File: src/hw/ptp_ts_pkg.sv
// timestamp format: field widths, one-second rollover value, PPS stretch bit, time types
package ptp_ts_pkg;

    // full 96-bit timestamp
    localparam int TS_W = 96;

    // seconds field
    localparam int TS_S_W = 48;

    // nanoseconds field
    localparam int TS_NS_W = 30;

    // fractional nanoseconds below the ns field
    localparam int FNS_W = 16;

    // ns field wraps here and carries into seconds
    localparam logic [TS_NS_W-1:0] NS_PER_S = 30'd1_000_000_000;

    // ns bit that ends the stretched PPS, roughly 0.54 s into the second
    localparam int PPS_STR_BIT = 29;

    // nanoseconds with fraction, as kept by the accumulator
    typedef logic [TS_NS_W+FNS_W-1:0] ts_ns_t;

    // seconds count
    typedef logic [TS_S_W-1:0] ts_s_t;

endpackage

File: src/hw/ptp_apb_pkg.sv
// APB bus widths and register offset map of the clock
package ptp_apb_pkg;

    localparam int APB_ADDR_W = 8;
    localparam int APB_DATA_W = 32;

    // byte offsets, one 32-bit word each
    typedef enum logic [APB_ADDR_W-1:0] {
        REG_PERIOD_FNS = 8'h00,
        REG_PERIOD_NS  = 8'h04,
        REG_LOAD_S_LO  = 8'h08,
        REG_LOAD_S_HI  = 8'h0C,
        // writing this one commits the load
        REG_LOAD_NS    = 8'h10
    } reg_addr_e;

endpackage

File: src/hw/ptp_ctrl_if.sv
// interface ptp_ctrl_if: period and timestamp load commands into the counter
interface ptp_ctrl_if;

    // increment per clock, ns with fraction
    ptp_ts_pkg::ts_ns_t period;

    // step target, fraction always zero
    ptp_ts_pkg::ts_s_t  load_s;
    ptp_ts_pkg::ts_ns_t load_ns;

    // single-cycle strobe
    logic               load;

    modport regs (
        output period,
        output load_s,
        output load_ns,
        output load
    );

    modport counter (
        input period,
        input load_s,
        input load_ns,
        input load
    );

endinterface

File: src/hw/ptp_time_if.sv
// interface ptp_time_if: live time of day with rollover and step flags
interface ptp_time_if;

    ptp_ts_pkg::ts_s_t  ts_s;
    ptp_ts_pkg::ts_ns_t ts_ns;

    // second boundary crossed this cycle
    logic               rollover;

    // time was loaded this cycle
    logic               step;

    modport counter (
        output ts_s,
        output ts_ns,
        output rollover,
        output step
    );

    modport out (
        input ts_s,
        input ts_ns,
        input rollover,
        input step
    );

endinterface

File: src/hw/ptp_apb_regs.sv
// module ptp_apb_regs: APB slave with period and timestamp load registers
module ptp_apb_regs (
    input  logic                                output_clk,
    input  logic                                output_rst,
    input  logic                                psel,
    input  logic                                penable,
    input  logic                                pwrite,
    input  logic [ptp_apb_pkg::APB_ADDR_W-1:0]  paddr,
    input  logic [ptp_apb_pkg::APB_DATA_W-1:0]  pwdata,
    output logic [ptp_apb_pkg::APB_DATA_W-1:0]  prdata,
    output logic                                pready,
    output logic                                pslverr,
    ptp_ctrl_if.regs                            ctrl
);

    logic [ptp_ts_pkg::FNS_W-1:0]       period_fns_reg;
    logic [ptp_ts_pkg::TS_NS_W-1:0]     period_ns_reg;
    logic [31:0]                        load_s_lo_reg;
    logic [ptp_ts_pkg::TS_S_W-33:0]     load_s_hi_reg;
    logic [ptp_ts_pkg::TS_NS_W-1:0]     load_ns_reg;
    logic                               load_reg;
    logic                               setup;
    logic                               access;
    logic                               addr_ok;
    logic [ptp_apb_pkg::APB_DATA_W-1:0] rd_data;

    assign setup  = psel && !penable;
    assign access = psel && penable;

    // no wait states
    assign pready = access;

    // address decode and read mux
    always_comb begin
        addr_ok = 1'b1;
        rd_data = '0;
        case (paddr)
            ptp_apb_pkg::REG_PERIOD_FNS: rd_data[ptp_ts_pkg::FNS_W-1:0] = period_fns_reg;
            ptp_apb_pkg::REG_PERIOD_NS:  rd_data[ptp_ts_pkg::TS_NS_W-1:0] = period_ns_reg;
            ptp_apb_pkg::REG_LOAD_S_LO:  rd_data = load_s_lo_reg;
            ptp_apb_pkg::REG_LOAD_S_HI:  rd_data[ptp_ts_pkg::TS_S_W-33:0] = load_s_hi_reg;
            ptp_apb_pkg::REG_LOAD_NS:    rd_data[ptp_ts_pkg::TS_NS_W-1:0] = load_ns_reg;
            default:                     addr_ok = 1'b0;
        endcase
    end

    always_ff @(posedge output_clk) begin
        if (output_rst) begin
            period_fns_reg <= '0;
            period_ns_reg  <= '0;
            load_s_lo_reg  <= '0;
            load_s_hi_reg  <= '0;
            load_ns_reg    <= '0;
            load_reg       <= 1'b0;
            prdata         <= '0;
            pslverr        <= 1'b0;
        end else begin
            load_reg <= 1'b0;
            // decoded in setup so both are valid through the access phase
            pslverr  <= setup && !addr_ok;
            if (setup && !pwrite) begin
                prdata <= rd_data;
            end
            if (access && pwrite) begin
                case (paddr)
                    ptp_apb_pkg::REG_PERIOD_FNS: begin
                        period_fns_reg <= pwdata[ptp_ts_pkg::FNS_W-1:0];
                    end
                    ptp_apb_pkg::REG_PERIOD_NS: begin
                        period_ns_reg <= pwdata[ptp_ts_pkg::TS_NS_W-1:0];
                    end
                    ptp_apb_pkg::REG_LOAD_S_LO: begin
                        load_s_lo_reg <= pwdata;
                    end
                    ptp_apb_pkg::REG_LOAD_S_HI: begin
                        load_s_hi_reg <= pwdata[ptp_ts_pkg::TS_S_W-33:0];
                    end
                    ptp_apb_pkg::REG_LOAD_NS: begin
                        load_ns_reg <= pwdata[ptp_ts_pkg::TS_NS_W-1:0];
                        load_reg    <= 1'b1;
                    end
                    default: begin
                    end
                endcase
            end
        end
    end

    assign ctrl.period  = {period_ns_reg, period_fns_reg};
    assign ctrl.load_s  = {load_s_hi_reg, load_s_lo_reg};
    assign ctrl.load_ns = {load_ns_reg, {ptp_ts_pkg::FNS_W{1'b0}}};
    assign ctrl.load    = load_reg;

endmodule

File: src/hw/ptp_tod_counter.sv
// ns/s accumulator ptp_tod_counter with one-second rollover and step load
module ptp_tod_counter (
    input  logic        output_clk,
    input  logic        output_rst,
    ptp_ctrl_if.counter ctrl,
    ptp_time_if.counter tod
);

    ptp_ts_pkg::ts_s_t                                  ts_s_reg;
    ptp_ts_pkg::ts_ns_t                                 ts_ns_reg;
    logic                                               rollover_reg;
    logic                                               step_reg;
    // one extra bit so the sum cannot overflow
    logic [ptp_ts_pkg::TS_NS_W+ptp_ts_pkg::FNS_W:0]     ns_sum;
    logic [ptp_ts_pkg::TS_NS_W+ptp_ts_pkg::FNS_W:0]     ns_wrap;
    logic                                               wrap;

    always_comb begin
        ns_sum  = {1'b0, ts_ns_reg} + {1'b0, ctrl.period};
        ns_wrap = ns_sum - {1'b0, ptp_ts_pkg::NS_PER_S, {ptp_ts_pkg::FNS_W{1'b0}}};
        // direct compare against one second
        wrap    = ns_sum >= {1'b0, ptp_ts_pkg::NS_PER_S, {ptp_ts_pkg::FNS_W{1'b0}}};
    end

    always_ff @(posedge output_clk) begin
        if (output_rst) begin
            ts_s_reg     <= '0;
            ts_ns_reg    <= '0;
            rollover_reg <= 1'b0;
            step_reg     <= 1'b0;
        end else if (ctrl.load) begin
            // step wins over the normal update
            ts_s_reg     <= ctrl.load_s;
            ts_ns_reg    <= ctrl.load_ns;
            rollover_reg <= 1'b0;
            step_reg     <= 1'b1;
        end else begin
            rollover_reg <= wrap;
            step_reg     <= 1'b0;
            if (wrap) begin
                ts_s_reg  <= ts_s_reg + 1'b1;
                ts_ns_reg <= ns_wrap[ptp_ts_pkg::TS_NS_W+ptp_ts_pkg::FNS_W-1:0];
            end else begin
                ts_ns_reg <= ns_sum[ptp_ts_pkg::TS_NS_W+ptp_ts_pkg::FNS_W-1:0];
            end
        end
    end

    assign tod.ts_s     = ts_s_reg;
    assign tod.ts_ns    = ts_ns_reg;
    assign tod.rollover = rollover_reg;
    assign tod.step     = step_reg;

endmodule

File: src/hw/ptp_ts_output.sv
// module ptp_ts_output: 96-bit timestamp packing, step flag, PPS and stretched PPS
module ptp_ts_output (
    input  logic                          output_clk,
    input  logic                          output_rst,
    ptp_time_if.out                       tod,
    output logic [ptp_ts_pkg::TS_W-1:0]   output_ts,
    output logic                          output_ts_step,
    output logic                          output_pps,
    output logic                          output_pps_str
);

    always_ff @(posedge output_clk) begin
        if (output_rst) begin
            output_ts      <= '0;
            output_ts_step <= 1'b0;
            output_pps     <= 1'b0;
            output_pps_str <= 1'b0;
        end else begin
            // seconds, two pad bits, ns and fraction
            output_ts <= {
                tod.ts_s,
                {(ptp_ts_pkg::TS_W - ptp_ts_pkg::TS_S_W - ptp_ts_pkg::TS_NS_W
                    - ptp_ts_pkg::FNS_W){1'b0}},
                tod.ts_ns
            };
            output_ts_step <= tod.step;
            output_pps     <= tod.rollover;

            // stretched pulse, set at the second, cleared partway through
            if (tod.rollover) begin
                output_pps_str <= 1'b1;
            end else if (tod.ts_ns[ptp_ts_pkg::PPS_STR_BIT+ptp_ts_pkg::FNS_W]) begin
                output_pps_str <= 1'b0;
            end
        end
    end

endmodule

File: src/hw/ptp_clock_top.sv
// module ptp_clock_top: APB-programmed PTP clock, register stage, counter and output stage
module ptp_clock_top (
    input  logic                                output_clk,
    input  logic                                output_rst,

    // APB slave
    input  logic                                psel,
    input  logic                                penable,
    input  logic                                pwrite,
    input  logic [ptp_apb_pkg::APB_ADDR_W-1:0]  paddr,
    input  logic [ptp_apb_pkg::APB_DATA_W-1:0]  pwdata,
    output logic [ptp_apb_pkg::APB_DATA_W-1:0]  prdata,
    output logic                                pready,
    output logic                                pslverr,

    // time of day and PPS
    output logic [ptp_ts_pkg::TS_W-1:0]         output_ts,
    output logic                                output_ts_step,
    output logic                                output_pps,
    output logic                                output_pps_str
);

    ptp_ctrl_if ctrl_if ();
    ptp_time_if time_if ();

    ptp_apb_regs u_regs (
        .output_clk (output_clk),
        .output_rst (output_rst),
        .psel       (psel),
        .penable    (penable),
        .pwrite     (pwrite),
        .paddr      (paddr),
        .pwdata     (pwdata),
        .prdata     (prdata),
        .pready     (pready),
        .pslverr    (pslverr),
        .ctrl       (ctrl_if)
    );

    ptp_tod_counter u_counter (
        .output_clk (output_clk),
        .output_rst (output_rst),
        .ctrl       (ctrl_if),
        .tod        (time_if)
    );

    ptp_ts_output u_output (
        .output_clk     (output_clk),
        .output_rst     (output_rst),
        .tod            (time_if),
        .output_ts      (output_ts),
        .output_ts_step (output_ts_step),
        .output_pps     (output_pps),
        .output_pps_str (output_pps_str)
    );

endmodule

File: config.mk
export PLATFORM = sky130hd
export DESIGN_NAME = ptp_clock_top
export DESIGN_NICKNAME = d
export VERILOG_FILES = /design/src/hw/ptp_ts_pkg.sv /design/src/hw/ptp_apb_pkg.sv /design/src/hw/ptp_ctrl_if.sv /design/src/hw/ptp_time_if.sv /design/src/hw/ptp_apb_regs.sv /design/src/hw/ptp_tod_counter.sv /design/src/hw/ptp_ts_output.sv /design/src/hw/ptp_clock_top.sv
export SDC_FILE = /design/constraint.sdc
export NUM_CORES = 1
export LEC_CHECK = 0
export ABC_AREA = 1
export BUFFER_PORTS_ARGS = -buffer_cell sky130_fd_sc_hd__buf_2
export CAP_MARGIN = 5
export CORE_MARGIN = 4
export CORE_UTILIZATION = 65
export DETAILED_ROUTE_END_ITERATION = 10
export PLACE_DENSITY = 0.9
export RECOVER_POWER = 25
export SLEW_MARGIN = 20
export SYNTH_ARGS = -nofsm -noshare
export SYNTH_HDL_FRONTEND = slang
export SYNTH_SLANG_ARGS = --single-unit
export TNS_END_PERCENT = 20
File: constraint.sdc
create_clock -name output_clk -period 7.3 [get_ports output_clk]
set_input_delay 1.46 -clock output_clk [delete_from_list [all_inputs] [get_ports output_clk]]
set_output_delay 1.46 -clock output_clk [all_outputs]
set_load 0.1 [all_outputs]
==> flow_summary.json <==
{
  "synth_warnings": 0,
  "largest_register_ffs": 94,
  "drtAntennaViolNets": 0,
  "cts_tree": "done",
  "synth.top_cell.area_share_pct": 37.5,
  "clk_latency_ps": 540,
  "finClkSkew_ps": 14.5,
  "synth_cells": 2838,
  "crit_path_start_kind": "input port",
  "synth-seq-cells": 351,
  "hold_path.startpoint": "u_counter.tod.ts_ns[13]",
  "synth.area.top_cells": "dfxtp_1 (38%), nand2_1 (14%), inv_1 (8.1%)",
  "slew_viol_final": 157,
  "hp-class": "reg -> reg",
  "wirelength_mm": 66.4,
  "gp_congestion": 1.05,
  "status": "complete, but fails checks",
  "ys_types": 46,
  "postCtsSetupBuffers": 0,
  "hold_end": "u_output.output_ts[13]",
  "synth_area_sq_um": 18700,
  "h-tree-depth": 2,
  "end_kind": "flop",
  "avgRoutedWirePerCell_um": 19.7,
  "route.detailed.drc": 0,
  "io_pins": 178,
  "vias": 20500,
  "cell_internal_pwr_uw": 3090,
  "rsz0062_at_grt": "no",
  "tightest_slew_ps": 3650,
  "post_drt_via_cell_ratio": 6.07,
  "vdd_drop_max_mv": 0.217,
  "core-area_sq_um": 28100,
  "final_hold_viol_count": 0,
  "powerDensity_nw_per_um2": 192,
  "synthArstFlopShare_pct": 0,
  "maxCapViolations": 3,
  "worstHoldPathCells": 2,
  "cts_sinks": 351,
  "path_class": "in -> reg",
  "p_leak_uw": 0.00984,
  "drtPass1Iterations": 6,
  "pwr-share-seq_pct": 47.9,
  "clockPowerShare_pct": 48.4,
  "grtUsageTotal_pct": 40.6,
  "die_width_um": 178,
  "ff2ff_setup_slack_ps": 2380,
  "final.period_utilization_pct": 68.2,
  "multi_input_area_sq_um": 9620,
  "cts_made_buffers": 36,
  "num_rows": 61,
  "p_comb_share_pct": 3.7,
  "io_buffer_count": 175,
  "dp_hpwl_mm": 49.7,
  "synthFlopType": "dfxtp_1",
  "initial_core_util_pct": 66.7,
  "path_clk_slew_ps": 60,
  "die_h_um": 178,
  "reg2reg_depth": 6,
  "area_delta_synth_final_pct": 12.0,
  "hold-worst-slack_ps": 429,
  "relSlewSlack_pct": -143,
  "layout-drive-gt1-share_pct": 12.6,
  "grt_antenna_before_repair": 1,
  "synth_edf_count": 0,
  "fin_crit_ps": 4980,
  "worstPathArrival_ps": 5400,
  "overflow": 0,
  "seq_area_frac_synth_pct": 37.5,
  "grt_pass1_vias": 18400,
  "r2r_end": "u_counter.tod.ts_ns[41]",
  "synth_area_per_cell_sq_um": 6.60,
  "hold_buffers": 0,
  "die_area_sq_um": 31600,
  "net-switching-power_uw": 934,
  "fill_cells": 2197,
  "violations": "max-capacitance violations, max-slew violations",
  "yosys.cell_count.top_type": "nand2_1",
  "drt_iter0_markers": 3085,
  "netlist_top_cells_count": "nand2_1 (701), inv_1 (402), dfxtp_1 (351), nor2_1 (293), a21oi_1 (209)",
  "setup_viol_count_final": 0,
  "cts-root-buf": "clkbuf_16",
  "tns_ps": 0,
  "seq_area_sq_um": 7030,
  "layout.nets": 3056,
  "swShare_pct": 23.2,
  "cts_buffer_depth": 3,
  "grt_pass1_wl_mm": 101,
  "yosysTopAreaCell": "dfxtp_1",
  "grt_max_degree": 100,
  "rr_startpoint": "u_regs.ctrl.load",
  "cts_resized": 0,
  "crit_fanout": 77,
  "cp_data_required_time_ps": 7720,
  "clock.fmax_mhz": 201
}
cell type report:
| cell class | instances | area share, % |
|---|---|---|
| inverters | 432 | 7.75 |
| flip-flops and latches | 351 | 33.5 |
| multi-input cells | 1950 | 45.9 |
| clock buffers | 44 | 4.63 |
| repair buffers | 191 | 4.67 |
| diodes | 1 | 0.0119 |
| clock inverters | 22 | 1.31 |
| well taps | 378 | 2.25 |
logic make-up (layout without fill, tap and decap cells):
logic type / Yosys count / after routing / share of synthesized area [%]
and+or+nand+nor: 1398 / 1398 / 32.8
adders and majority gates: 49 / 49 / 3.31
xor gates and xnor gates: 39 / 39 / 1.82
DFF: 351 / 351 / 37.5
other: 1 / 3 / 0.0200
buffers and inverters: 538 / 689 / 11.2
AOI/OAI and AO/OA: 462 / 462 / 13.3
routing by layer:
layer  up-vias  track usage, %  share of wire [%]
met3       323            6.16                 12
met1      9248            55.1                 39
met2      1566            63.9                 44
met4         2            18.6                5.8
met5         -               0              0.072
li1       9315               -                  -
layout by cell type, fill, tap and decap left out, types with 16 or more instances in the layout:
| cell | n |
|---|---|
| nand2_1 | 701 |
| inv_1 | 401 |
| dfxtp_1 | 351 |
| nor2_1 | 290 |
| a21oi_1 | 209 |
| nand3_1 | 203 |
| o21ai_0 | 174 |
| buf_2 | 164 |
| nand2_2 | 52 |
| ha_1 | 48 |
| nand4_1 | 38 |
| xor2_1 | 36 |
| clkbuf_16 | 36 |
| nor3_1 | 33 |
| inv_2 | 25 |
| nand3_2 | 21 |
| clkbuf_1 | 17 |
| nor2_2 | 16 |
| a211oi_1 | 16 |
power by group through the flow:
stage / Sequential (uW) / Combinational [uW] / Clock (uW)
4_1_cts: 1920 / 142 / 1930
3_3_place_gp: 1970 / 139 / 0
6_report: 1930 / 147 / 1950
2_1_floorplan: 2000 / 61.4 / 0
3_5_place_dp: 1970 / 141 / 0
5_1_grt: 1920 / 152 / 2020
through the flow:
step           total power (uW)  worst slack, ps  area, sq um  util [%]  cells
6_report                   4020             2320        21000      74.7   3369
5_1_grt                    4090             2090        21000      74.7   3368
4_1_cts                    4000             3000        21000      74.8   3368
3_5_place_dp               2110             3000        19800      70.3   3302
3_3_place_gp               2110             3190        19700      70.3   3301
2_1_floorplan              2060             3740        18700         -   2839
how the worst max path moves through the flow:
stage,startpoint,endpoint,slack [ps],depth (start not counted)
CTS,u_regs.period_fns_reg[0],u_counter.tod.ts_s[22],3000,17
global route,u_regs.ctrl.load,u_counter.tod.ts_ns[41],2090,6
global placement,paddr[7],u_regs.load_s_lo_reg[22],3190,13
detailed placement,paddr[7],u_regs.load_s_lo_reg[29],3000,13
finish,output_rst,u_counter.tod.ts_s[40],2320,5
floorplan,penable,pready,3740,2
critical path: stages:
cell	delay [ps]
buf_4	570
clkbuf_1	2620
nor2_1	440
nand2_2	230
nand3_2	70
Power figures use the tool's default switching activity.
